File: src/isaPkg.sv
// instruction-set definitions for the core
// word layout union, opcode and funct codes, register constants
`default_nettype none

package isaPkg;

   localparam int dataWidth = 32;
   localparam int regBits   = 5;

   localparam logic [regBits-1:0] linkReg = 5'd31; // jal writes here

   //----------------------------------------------------------------------
   // instruction word formats
   //----------------------------------------------------------------------
   typedef struct packed {
      logic [5:0] op;
      logic [4:0] rs;
      logic [4:0] rt;
      logic [4:0] rd;
      logic [4:0] shamt;
      logic [5:0] funct;
   } rFormat;

   typedef struct packed {
      logic [5:0]  op;
      logic [4:0]  rs;
      logic [4:0]  rt;
      logic [15:0] imm;
   } iFormat;

   typedef struct packed {
      logic [5:0]  op;
      logic [25:0] target;
   } jFormat;

   // one fetched word seen three ways
   typedef union packed {
      rFormat rFields;
      iFormat iFields;
      jFormat jFields;
   } instrWord;

   //----------------------------------------------------------------------
   // opcodes
   //----------------------------------------------------------------------
   localparam logic [5:0] opRtype = 6'b000000;
   localparam logic [5:0] opLw    = 6'b100011;
   localparam logic [5:0] opSw    = 6'b101011;
   localparam logic [5:0] opBeq   = 6'b000100;
   localparam logic [5:0] opBne   = 6'b000101;
   localparam logic [5:0] opJ     = 6'b000010;
   localparam logic [5:0] opJal   = 6'b000011;
   localparam logic [5:0] opAddi  = 6'b001000;
   localparam logic [5:0] opAndi  = 6'b001100;
   localparam logic [5:0] opLui   = 6'b001111;

   // funct field of R-type
   localparam logic [5:0] fnAdd = 6'b100000;
   localparam logic [5:0] fnSub = 6'b100010;
   localparam logic [5:0] fnAnd = 6'b100100;
   localparam logic [5:0] fnOr  = 6'b100101;
   localparam logic [5:0] fnSll = 6'b000000;
   localparam logic [5:0] fnSrl = 6'b000010;
   localparam logic [5:0] fnJr  = 6'b001000;

endpackage

`default_nettype wire

File: src/ctrlPkg.sv
// control definitions
// FSM states, ALU operations and datapath mux select codes
`default_nettype none

package ctrlPkg;

   // instruction phases of the multicycle FSM
   typedef enum logic [4:0] {
      sFetch,
      sDecode,
      sMemAdr,
      sLwRead,
      sLwWrite,
      sSwWrite,
      sRtypeEx,
      sRtypeWr,
      sImmEx,
      sImmWr,
      sBranchEx,
      sJump,
      sJalWr
   } ctrlState;

   typedef enum logic [2:0] {
      aluAdd,
      aluSub,
      aluAnd,
      aluOr,
      aluSll,
      aluSrl,
      aluLui
   } aluOp;

   // how execUnit picks its operation
   typedef enum logic [1:0] {
      modeAdd,
      modeSub,
      modeFunct, // from funct field
      modeImm    // from opcode
   } aluMode;

   typedef enum logic [1:0] {srcBReg, srcBFour, srcBImm, srcBBranch} srcBSel;

   typedef enum logic [1:0] {pcAluResult, pcAluOut, pcJump} pcSel;

   typedef enum logic [1:0] {dstRt, dstRd, dstLink} regDstSel;

endpackage

`default_nettype wire

File: src/regFile.sv
// 32-entry register file
// two combinational read ports, one clocked write port
`timescale 1ns/10ps
`default_nettype none

module regFile
(
   input  wire logic                         clk,
   input  wire logic                         reset,
   input  wire logic                         regWrite,
   input  wire logic [isaPkg::regBits-1:0]   readAdr1,
   input  wire logic [isaPkg::regBits-1:0]   readAdr2,
   input  wire logic [isaPkg::regBits-1:0]   writeAdr,
   input  wire logic [isaPkg::dataWidth-1:0] writeData,
   output logic [isaPkg::dataWidth-1:0]      readData1,
   output logic [isaPkg::dataWidth-1:0]      readData2
);

   logic [isaPkg::dataWidth-1:0] regs [2**isaPkg::regBits];

   always_ff @(posedge clk)
   begin
      if (reset)
      begin
         for (int i = 0; i < 2**isaPkg::regBits; i++)
            regs[i] <= '0;
      end
      else if (regWrite)
         regs[writeAdr] <= writeData;
   end

   // register 0 is hardwired to zero
   assign readData1 = (readAdr1 == '0) ? '0 : regs[readAdr1];
   assign readData2 = (readAdr2 == '0) ? '0 : regs[readAdr2];

endmodule

`default_nettype wire

File: src/execUnit.sv
// execute unit
// ALU-operation decode, ALU, zero flag and jr detect
`timescale 1ns/10ps
`default_nettype none

module execUnit
(
   input  wire ctrlPkg::aluMode             mode,
   input  wire logic [5:0]                  op,
   input  wire logic [5:0]                  funct,
   input  wire logic [4:0]                  shamt,
   input  wire logic [isaPkg::dataWidth-1:0] srcA,
   input  wire logic [isaPkg::dataWidth-1:0] srcB,
   output logic [isaPkg::dataWidth-1:0]      result,
   output logic                             zero,
   output logic                             jrTaken
);

   ctrlPkg::aluOp operation;

   // operation select
   always_comb
   begin
      operation = ctrlPkg::aluAdd;
      case (mode)
         ctrlPkg::modeSub:   operation = ctrlPkg::aluSub;
         ctrlPkg::modeFunct:
         begin
            case (funct)
               isaPkg::fnSub: operation = ctrlPkg::aluSub;
               isaPkg::fnAnd: operation = ctrlPkg::aluAnd;
               isaPkg::fnOr:  operation = ctrlPkg::aluOr;
               isaPkg::fnSll: operation = ctrlPkg::aluSll;
               isaPkg::fnSrl: operation = ctrlPkg::aluSrl;
               default:       operation = ctrlPkg::aluAdd; // add and jr
            endcase
         end
         ctrlPkg::modeImm:
         begin
            if (op == isaPkg::opAndi)
               operation = ctrlPkg::aluAnd;
            else if (op == isaPkg::opLui)
               operation = ctrlPkg::aluLui;
         end
         default:            operation = ctrlPkg::aluAdd;
      endcase
   end

   always_comb
   begin
      case (operation)
         ctrlPkg::aluSub: result = srcA - srcB;
         ctrlPkg::aluAnd: result = srcA & srcB;
         ctrlPkg::aluOr:  result = srcA | srcB;
         ctrlPkg::aluSll: result = srcB << shamt;  // rt moves, rs unused
         ctrlPkg::aluSrl: result = srcB >> shamt;
         ctrlPkg::aluLui: result = srcB << 16;
         default:         result = srcA + srcB;
      endcase
   end

   assign zero    = (result == '0);
   assign jrTaken = (mode == ctrlPkg::modeFunct) && (funct == isaPkg::fnJr);

endmodule

`default_nettype wire

File: src/mainControl.sv
// instruction-phase FSM of the multicycle core
// next-phase selection, per-phase strobes and PC enable
`timescale 1ns/10ps
`default_nettype none

module mainControl
(
   input  wire logic              clk,
   input  wire logic              reset,
   input  wire logic [5:0]        op,
   input  wire logic              zero,
   input  wire logic              jrTaken,
   output logic                   memRead,
   output logic                   memWrite,
   output logic                   irWrite,
   output logic                   regWrite,
   output logic                   memToReg,
   output logic                   iOrD,
   output logic                   srcASel,
   output ctrlPkg::regDstSel      regDst,
   output ctrlPkg::srcBSel        srcB,
   output ctrlPkg::pcSel          pcSource,
   output ctrlPkg::aluMode        mode,
   output logic                   pcEnable
);

   ctrlPkg::ctrlState state;
   ctrlPkg::ctrlState nextState;
   logic              pcWrite;
   logic              branchEq;
   logic              branchNe;

   always_ff @(posedge clk)
   begin
      if (reset)
         state <= ctrlPkg::sFetch;
      else
         state <= nextState;
   end

   //----------------------------------------------------------------------
   // next phase
   //----------------------------------------------------------------------
   always_comb
   begin
      nextState = ctrlPkg::sFetch;
      case (state)
         ctrlPkg::sFetch:   nextState = ctrlPkg::sDecode;
         ctrlPkg::sDecode:
         begin
            case (op)
               isaPkg::opRtype:               nextState = ctrlPkg::sRtypeEx;
               isaPkg::opLw, isaPkg::opSw:    nextState = ctrlPkg::sMemAdr;
               isaPkg::opBeq, isaPkg::opBne:  nextState = ctrlPkg::sBranchEx;
               isaPkg::opJ:                   nextState = ctrlPkg::sJump;
               isaPkg::opJal:                 nextState = ctrlPkg::sJalWr;
               isaPkg::opAddi, isaPkg::opAndi,
               isaPkg::opLui:                 nextState = ctrlPkg::sImmEx;
               default:                       nextState = ctrlPkg::sFetch; // unknown op
            endcase
         end
         ctrlPkg::sMemAdr:
         begin
            if (op == isaPkg::opLw)
               nextState = ctrlPkg::sLwRead;
            else
               nextState = ctrlPkg::sSwWrite;
         end
         ctrlPkg::sLwRead:  nextState = ctrlPkg::sLwWrite;
         ctrlPkg::sRtypeEx: nextState = ctrlPkg::sRtypeWr;
         ctrlPkg::sImmEx:   nextState = ctrlPkg::sImmWr;
         ctrlPkg::sJalWr:   nextState = ctrlPkg::sJump; // link first, then jump
         default:           nextState = ctrlPkg::sFetch;
      endcase
   end

   //----------------------------------------------------------------------
   // per-phase strobes
   //----------------------------------------------------------------------
   always_comb
   begin
      memRead  = 1'b0;
      memWrite = 1'b0;
      irWrite  = 1'b0;
      regWrite = 1'b0;
      memToReg = 1'b0;
      iOrD     = 1'b0;
      srcASel  = 1'b0;       // pc
      pcWrite  = 1'b0;
      branchEq = 1'b0;
      branchNe = 1'b0;
      regDst   = ctrlPkg::dstRt;
      srcB     = ctrlPkg::srcBReg;
      pcSource = ctrlPkg::pcAluResult;
      mode     = ctrlPkg::modeAdd;
      case (state)
         ctrlPkg::sFetch:
         begin
            memRead = 1'b1;
            irWrite = 1'b1;
            srcB    = ctrlPkg::srcBFour; // pc + 4
            pcWrite = 1'b1;
         end
         // branch target lands in aluOut
         ctrlPkg::sDecode:  srcB = ctrlPkg::srcBBranch;
         ctrlPkg::sMemAdr:
         begin
            srcASel = 1'b1;
            srcB    = ctrlPkg::srcBImm;
         end
         ctrlPkg::sLwRead:
         begin
            memRead = 1'b1;
            iOrD    = 1'b1;
         end
         ctrlPkg::sLwWrite:
         begin
            regWrite = 1'b1;
            memToReg = 1'b1;
         end
         ctrlPkg::sSwWrite:
         begin
            memWrite = 1'b1;
            iOrD     = 1'b1;
         end
         ctrlPkg::sRtypeEx:
         begin
            srcASel = 1'b1;
            mode    = ctrlPkg::modeFunct; // jr also lands here
         end
         ctrlPkg::sRtypeWr:
         begin
            regDst   = ctrlPkg::dstRd;
            regWrite = 1'b1;
         end
         ctrlPkg::sImmEx:
         begin
            srcASel = 1'b1;
            srcB    = ctrlPkg::srcBImm;
            mode    = ctrlPkg::modeImm;
         end
         ctrlPkg::sImmWr:   regWrite = 1'b1;
         ctrlPkg::sBranchEx:
         begin
            srcASel  = 1'b1;
            mode     = ctrlPkg::modeSub;  // compare rs and rt
            pcSource = ctrlPkg::pcAluOut;
            branchEq = (op == isaPkg::opBeq);
            branchNe = (op == isaPkg::opBne);
         end
         ctrlPkg::sJump:
         begin
            pcWrite  = 1'b1;
            pcSource = ctrlPkg::pcJump;
         end
         ctrlPkg::sJalWr:
         begin
            regDst   = ctrlPkg::dstLink;  // writes pc, already +4
            regWrite = 1'b1;
         end
         default:           pcWrite = 1'b0;
      endcase
   end

   assign pcEnable = pcWrite | (branchEq & zero) | (branchNe & ~zero) | jrTaken;

endmodule

`default_nettype wire

File: src/datapath.sv
// datapath of the multicycle core
// PC, IR, MDR, operand and ALU-out registers, immediates and source muxes
`timescale 1ns/10ps
`default_nettype none

module datapath
(
   input  wire logic                         clk,
   input  wire logic                         reset,
   input  wire logic [isaPkg::dataWidth-1:0] memReadData,
   input  wire logic                         irWrite,
   input  wire logic                         regWrite,
   input  wire logic                         memToReg,
   input  wire logic                         iOrD,
   input  wire logic                         srcASel,
   input  wire logic                         pcEnable,
   input  wire ctrlPkg::regDstSel            regDst,
   input  wire ctrlPkg::srcBSel              srcB,
   input  wire ctrlPkg::pcSel                pcSource,
   input  wire ctrlPkg::aluMode              mode,
   output logic [5:0]                        op,
   output logic                              zero,
   output logic                              jrTaken,
   output logic [isaPkg::dataWidth-1:0]      memAdr,
   output logic [isaPkg::dataWidth-1:0]      memWriteData
);

   isaPkg::instrWord             ir;
   logic [isaPkg::dataWidth-1:0] pc, pcNext;
   logic [isaPkg::dataWidth-1:0] mdr, aReg, bReg, aluOut;
   logic [isaPkg::dataWidth-1:0] readData1, readData2, aluResult;
   logic [isaPkg::dataWidth-1:0] srcAVal, srcBVal, writeData;
   logic [isaPkg::dataWidth-1:0] signImm, immExt, branchOff, jumpTarget;
   logic [isaPkg::regBits-1:0]   writeAdr;

   //----------------------------------------------------------------------
   // state registers
   //----------------------------------------------------------------------
   always_ff @(posedge clk)
   begin
      if (reset)
         pc <= '0;
      else if (pcEnable)
         pc <= pcNext;
   end

   // phase registers, only the IR holds between fetches
   always_ff @(posedge clk)
   begin
      if (irWrite)
         ir <= memReadData;
      mdr    <= memReadData;
      aReg   <= readData1;
      bReg   <= readData2;
      aluOut <= aluResult;
   end

   //----------------------------------------------------------------------
   // immediates
   //----------------------------------------------------------------------
   assign signImm    = {{16{ir.iFields.imm[15]}}, ir.iFields.imm};
   assign immExt     = (op == isaPkg::opAndi) ? {16'b0, ir.iFields.imm} : signImm;
   assign branchOff  = signImm << 2;
   assign jumpTarget = {pc[31:28], ir.jFields.target, 2'b00};

   assign op           = ir.iFields.op;
   assign memAdr       = iOrD ? aluOut : pc;
   assign memWriteData = bReg;               // sw stores rt
   assign srcAVal      = srcASel ? aReg : pc;

   always_comb
   begin
      case (srcB)
         ctrlPkg::srcBFour:   srcBVal = 32'd4;
         ctrlPkg::srcBImm:    srcBVal = immExt;
         ctrlPkg::srcBBranch: srcBVal = branchOff;
         default:             srcBVal = bReg;
      endcase
   end

   always_comb
   begin
      case (regDst)
         ctrlPkg::dstRd:   writeAdr = ir.rFields.rd;
         ctrlPkg::dstLink: writeAdr = isaPkg::linkReg;
         default:          writeAdr = ir.rFields.rt;
      endcase
   end

   // jal links the already incremented pc
   assign writeData = (regDst == ctrlPkg::dstLink) ? pc : (memToReg ? mdr : aluOut);

   always_comb
   begin
      case (pcSource)
         ctrlPkg::pcAluOut: pcNext = aluOut;     // branch target from decode
         ctrlPkg::pcJump:   pcNext = jumpTarget;
         default:           pcNext = aluResult;
      endcase
   end

   regFile regs
   (
      .clk       (clk),
      .reset     (reset),
      .regWrite  (regWrite),
      .readAdr1  (ir.rFields.rs),
      .readAdr2  (ir.rFields.rt),
      .writeAdr  (writeAdr),
      .writeData (writeData),
      .readData1 (readData1),
      .readData2 (readData2)
   );

   execUnit exec
   (
      .mode    (mode),
      .op      (op),
      .funct   (ir.rFields.funct),
      .shamt   (ir.rFields.shamt),
      .srcA    (srcAVal),
      .srcB    (srcBVal),
      .result  (aluResult),
      .zero    (zero),
      .jrTaken (jrTaken)
   );

endmodule

`default_nettype wire

File: src/mipsCore.sv
// multicycle MIPS subset core
// control FSM and datapath joined to the memory ports
`timescale 1ns/10ps
`default_nettype none

module mipsCore
(
   input  wire logic                         clk,
   input  wire logic                         reset,
   input  wire logic [isaPkg::dataWidth-1:0] memReadData,
   output logic [isaPkg::dataWidth-1:0]      memAdr,
   output logic [isaPkg::dataWidth-1:0]      memWriteData,
   output logic                              memRead,
   output logic                              memWrite
);

   logic               irWrite, regWrite, memToReg, iOrD, srcASel, pcEnable;
   logic               zero, jrTaken;
   logic [5:0]         op;
   ctrlPkg::regDstSel  regDst;
   ctrlPkg::srcBSel    srcB;
   ctrlPkg::pcSel      pcSource;
   ctrlPkg::aluMode    mode;

   mainControl ctrl
   (
      .clk      (clk),
      .reset    (reset),
      .op       (op),
      .zero     (zero),
      .jrTaken  (jrTaken),
      .memRead  (memRead),
      .memWrite (memWrite),
      .irWrite  (irWrite),
      .regWrite (regWrite),
      .memToReg (memToReg),
      .iOrD     (iOrD),
      .srcASel  (srcASel),
      .regDst   (regDst),
      .srcB     (srcB),
      .pcSource (pcSource),
      .mode     (mode),
      .pcEnable (pcEnable)
   );

   datapath dp
   (
      .clk          (clk),
      .reset        (reset),
      .memReadData  (memReadData),
      .irWrite      (irWrite),
      .regWrite     (regWrite),
      .memToReg     (memToReg),
      .iOrD         (iOrD),
      .srcASel      (srcASel),
      .pcEnable     (pcEnable),
      .regDst       (regDst),
      .srcB         (srcB),
      .pcSource     (pcSource),
      .mode         (mode),
      .op           (op),
      .zero         (zero),
      .jrTaken      (jrTaken),
      .memAdr       (memAdr),
      .memWriteData (memWriteData)
   );

endmodule

`default_nettype wire

File: config.mk
export PLATFORM = sky130hd
export DESIGN_NAME = mipsCore
export DESIGN_NICKNAME = d
export VERILOG_FILES = /design/src/isaPkg.sv /design/src/ctrlPkg.sv /design/src/regFile.sv /design/src/execUnit.sv /design/src/mainControl.sv /design/src/datapath.sv /design/src/mipsCore.sv
export SDC_FILE = /design/constraint.sdc
export NUM_CORES = 2
export LEC_CHECK = 0
export CAP_MARGIN = 20
export CELL_PAD_IN_SITES_DETAIL_PLACEMENT = 1
export CELL_PAD_IN_SITES_GLOBAL_PLACEMENT = 1
export CORE_MARGIN = 5
export CORE_UTILIZATION = 55
export CTS_BUF_LIST = sky130_fd_sc_hd__clkbuf_2
export DETAILED_ROUTE_END_ITERATION = 8
export DONT_BUFFER_PORTS = 1
export PLACE_DENSITY_LB_ADDON = 0.1
export SLEW_MARGIN = 20
export SYNTH_ARGS = -nofsm -noshare
export SYNTH_HDL_FRONTEND = slang
export SYNTH_SLANG_ARGS = --single-unit
File: constraint.sdc
create_clock -name clk -period 7.25 [get_ports clk]
set_input_delay 0.3625 -clock clk [delete_from_list [all_inputs] [get_ports clk]]
set_output_delay 0.3625 -clock clk [all_outputs]
set_load 0.05 [all_outputs]
==> results.cfg <==
[outcome]
run_status = finished with violations
violations = DRC

[synth]
avgSynthCellArea_um2 = 12.28
synth_mux_area_share_pct = 23.51
synth_top_area_share_pct = 46.57
yosys_warnings = 0
synth-seq-cells = 1220
synth_xor_xnor_area_share_pct = 0.5861
synth_fp_nets = 5621
synth_compound_area_share_pct = 8.321
synth_edf_count = 1056
ys_async_sr_fraction_pct = 0
synthTopCellsByArea = edfxtp_1 47%, mux4_2 19%, nor2_1 7.5%
yosysTopAreaCell = edfxtp_1
syn-cell-area_mm2 = 0.06810
synth_ff_type = edfxtp_1
synthCells = 5547
synth_top_family_by_area = multiplexers
synth_simple_gate_area_share_pct = 11.92
yosys.area_share.adder_pct = 0.7625
yosysSeqAreaShare_pct = 51.39
synth_cell_types = 100

[drt]
wirelength_met1_mm = 108.6
ant_nets = 0
firstDrtPassIters = 9
route.detailed.drc = 20
wl_met2_mm = 153.3
routed.top_layer = met5
route.met3.wl_mm = 62.21
vias_per_cell = 8.276
wire_per_inst_um = 48.45
wl_mm = 368.0
drt-initial-drc-count = 13460
route.vias.total = 62863

[clock_tree]
clkTransAtPathRegs_ps = 130
cts_max_level = 5
cts_max_path_buffers = 4
cts_tree = built
cts_buffers = 320
cts.sinks = 1220
clock_latency_ps = 1890
cts.root.buffer_cell = clkbuf_2

[placement]
dpl.cell_count = 6949
post-place-ws_ps = -14.26
place_hpwl_mm = 216.1
portBuffers = 0
place.gp.congestion = 1.106

[grt]
grt.total_usage_pct = 55.02
grt_pass1_vias = 63599
antenna_found_initial = 29
grt_pass1_wl_mm = 504.9
grt_max_degree = 110
grt-ovfl-total = 0

[power]
total_power_uw = 23150
leakagePower_uw = 0.02680
ir_drop_mv = 0.2712
power.density_mw_per_mm2 = 308.4

[setup_path]
reg2reg_depth = 28
cp-end-kind = flop
crit_slowest_cell = or4b_2
crit_arrival_ps = 8460
crit_top_cell = nor2_1
critical_path_class = flop to flop
critPathLaunchType = flop
worstSetupStartpoint = ctrl.state[1]
cpPeakStageDelay_ps = 700
critPathBufInv = 3
cp_max_fo = 15
r2r_start = ctrl.state[1]
cp.required_ps = 8750
crit_family = simple AND/OR/NAND/NOR gates
path_depth = 28

[sta]
worst_pin_slew_ps = 1304
skew_ps = 293.7
final_hold_viol_count = 0
fin_ws_ps = 288.2
maxSlewViolCount = 0
fin_crit_sh_pct = 96.02
finalSetupViolations = 0
fin_hold_ws_ps = 79.39
period_needed_ps = 6962
slew_headroom_pct = 12.37
rsz0062_at_grt = false
fmax_ghz = 0.1436

[min_path]
hp-class = input port to flop
hold_depth = 2
worstHoldStart = memReadData[1]

[run]
drv_cap = 0

[layout]
layout_commonest_cell = nor2_1
area_growth_pct = 10.21
layout_common_cells = 1354 x nor2_1, 1056 x edfxtp_1, 581 x mux4_2, 473 x clkbuf_2, 300 x buf_4
drive_above_1_share_pct = 27.84
nNetsFinal = 5818
final_cell_count_no_fill = 7596

[floorplanning]
start_util_pct = 55.22
num_rows = 129
die_w_um = 361.9
io_pins = 100
fp.coreArea_mm2 = 0.1233
die-area_mm2 = 0.1310
die_h_um = 361.9
## path summary, 6_finish.rpt
kind / to / slack (ps)
setup / recovery: dp.pc[10] / 290
hold / removal: dp.ir[1] / 80
setup reg to reg: dp.pc[10] / 290
hold reg to reg: dp.pc[5] / 580
## flip-flops by register name, indices dropped and copies added (netlist names)
signal,cells
ctrl.state,4
dp.aReg,32
dp.aluOut,32
dp.ir,32
dp.mdr,32
dp.memWriteData,32
dp.pc,32
dp.regs.regs,1024
## kinds of logic (layout without fill, tap and decap cells)
| family | after synthesis | after routing |
|---|---|---|
| fa+ha+maj | 41 | 41 |
| other cells | 0 | 15 |
| xor+xnor | 44 | 44 |
| simple gates | 1937 | 1937 |
| compound gates | 848 | 848 |
| mux | 864 | 864 |
| buf+inv | 593 | 990 |
| flops | 1220 | 1220 |
## power breakdown
| group | internal (uW) | switching, uW | leakage [uW] |
|---|---|---|---|
| Clock | 1740 | 3550 | 0.00208 |
| Combinational | 2760 | 6300 | 0.0125 |
| Sequential | 8110 | 682 | 0.0123 |
## routing by layer
layer	GRT usage, %	up-vias
li1	-	21739
met4	46.56	25
met3	25.40	3073
met1	62.03	29899
met5	0	-
met2	79.48	8127
## what timing repair did
action,4_1_cts,5_1_grt
gates resized for setup,1,23
pin swaps,0,2
hold buffers,98,0
buffers inserted,0,1
hold endpoints to repair,1428,0
setup endpoints to repair,1,32
## Yosys cell counts (20+ instances only)
master / number
nor2_1: 1359
edfxtp_1: 1056
buf_2: 29
inv_1: 44
ha_1: 39
nor4_1: 26
mux2_2: 68
or3_1: 20
nor3_1: 117
a21oi_1: 248
o211ai_1: 22
a221oi_1: 20
nand4_1: 23
nand2_1: 194
a22oi_1: 52
dfxtp_1: 164
mux4_2: 581
a211oi_1: 22
xnor2_1: 28
buf_1: 79
o22ai_1: 58
o221ai_1: 36
clkbuf_1: 421
nand3_1: 64
o21ai_0: 149
a31oi_1: 24
mux2i_1: 213
nand2b_1: 45
## area by class of cell
| type | count | area, um2 |
|---|---|---|
| clock inverter | 49 | 219.0 |
| inverter | 47 | 180.2 |
| fill | 12176 | 48260 |
| multi-input combinational | 3734 | 31420 |
| sequential | 1220 | 35010 |
| clock buffer | 473 | 2367 |
| antenna | 15 | 37.54 |
| timing repair buffer | 421 | 3772 |
| tap | 1637 | 2048 |
## stage by stage
stage | util [%] | cell area [um2] | setup TNS [ps]
floorplan | - | 68100 | 0
global placement | 57.56 | 70980 | 0
detailed placement | 57.57 | 70990 | -14.26
CTS | 60.49 | 74590 | 0
global route | 60.84 | 75020 | 0
finish | 60.86 | 75050 | 0
Note: power is estimated with default switching activity, not from simulation.
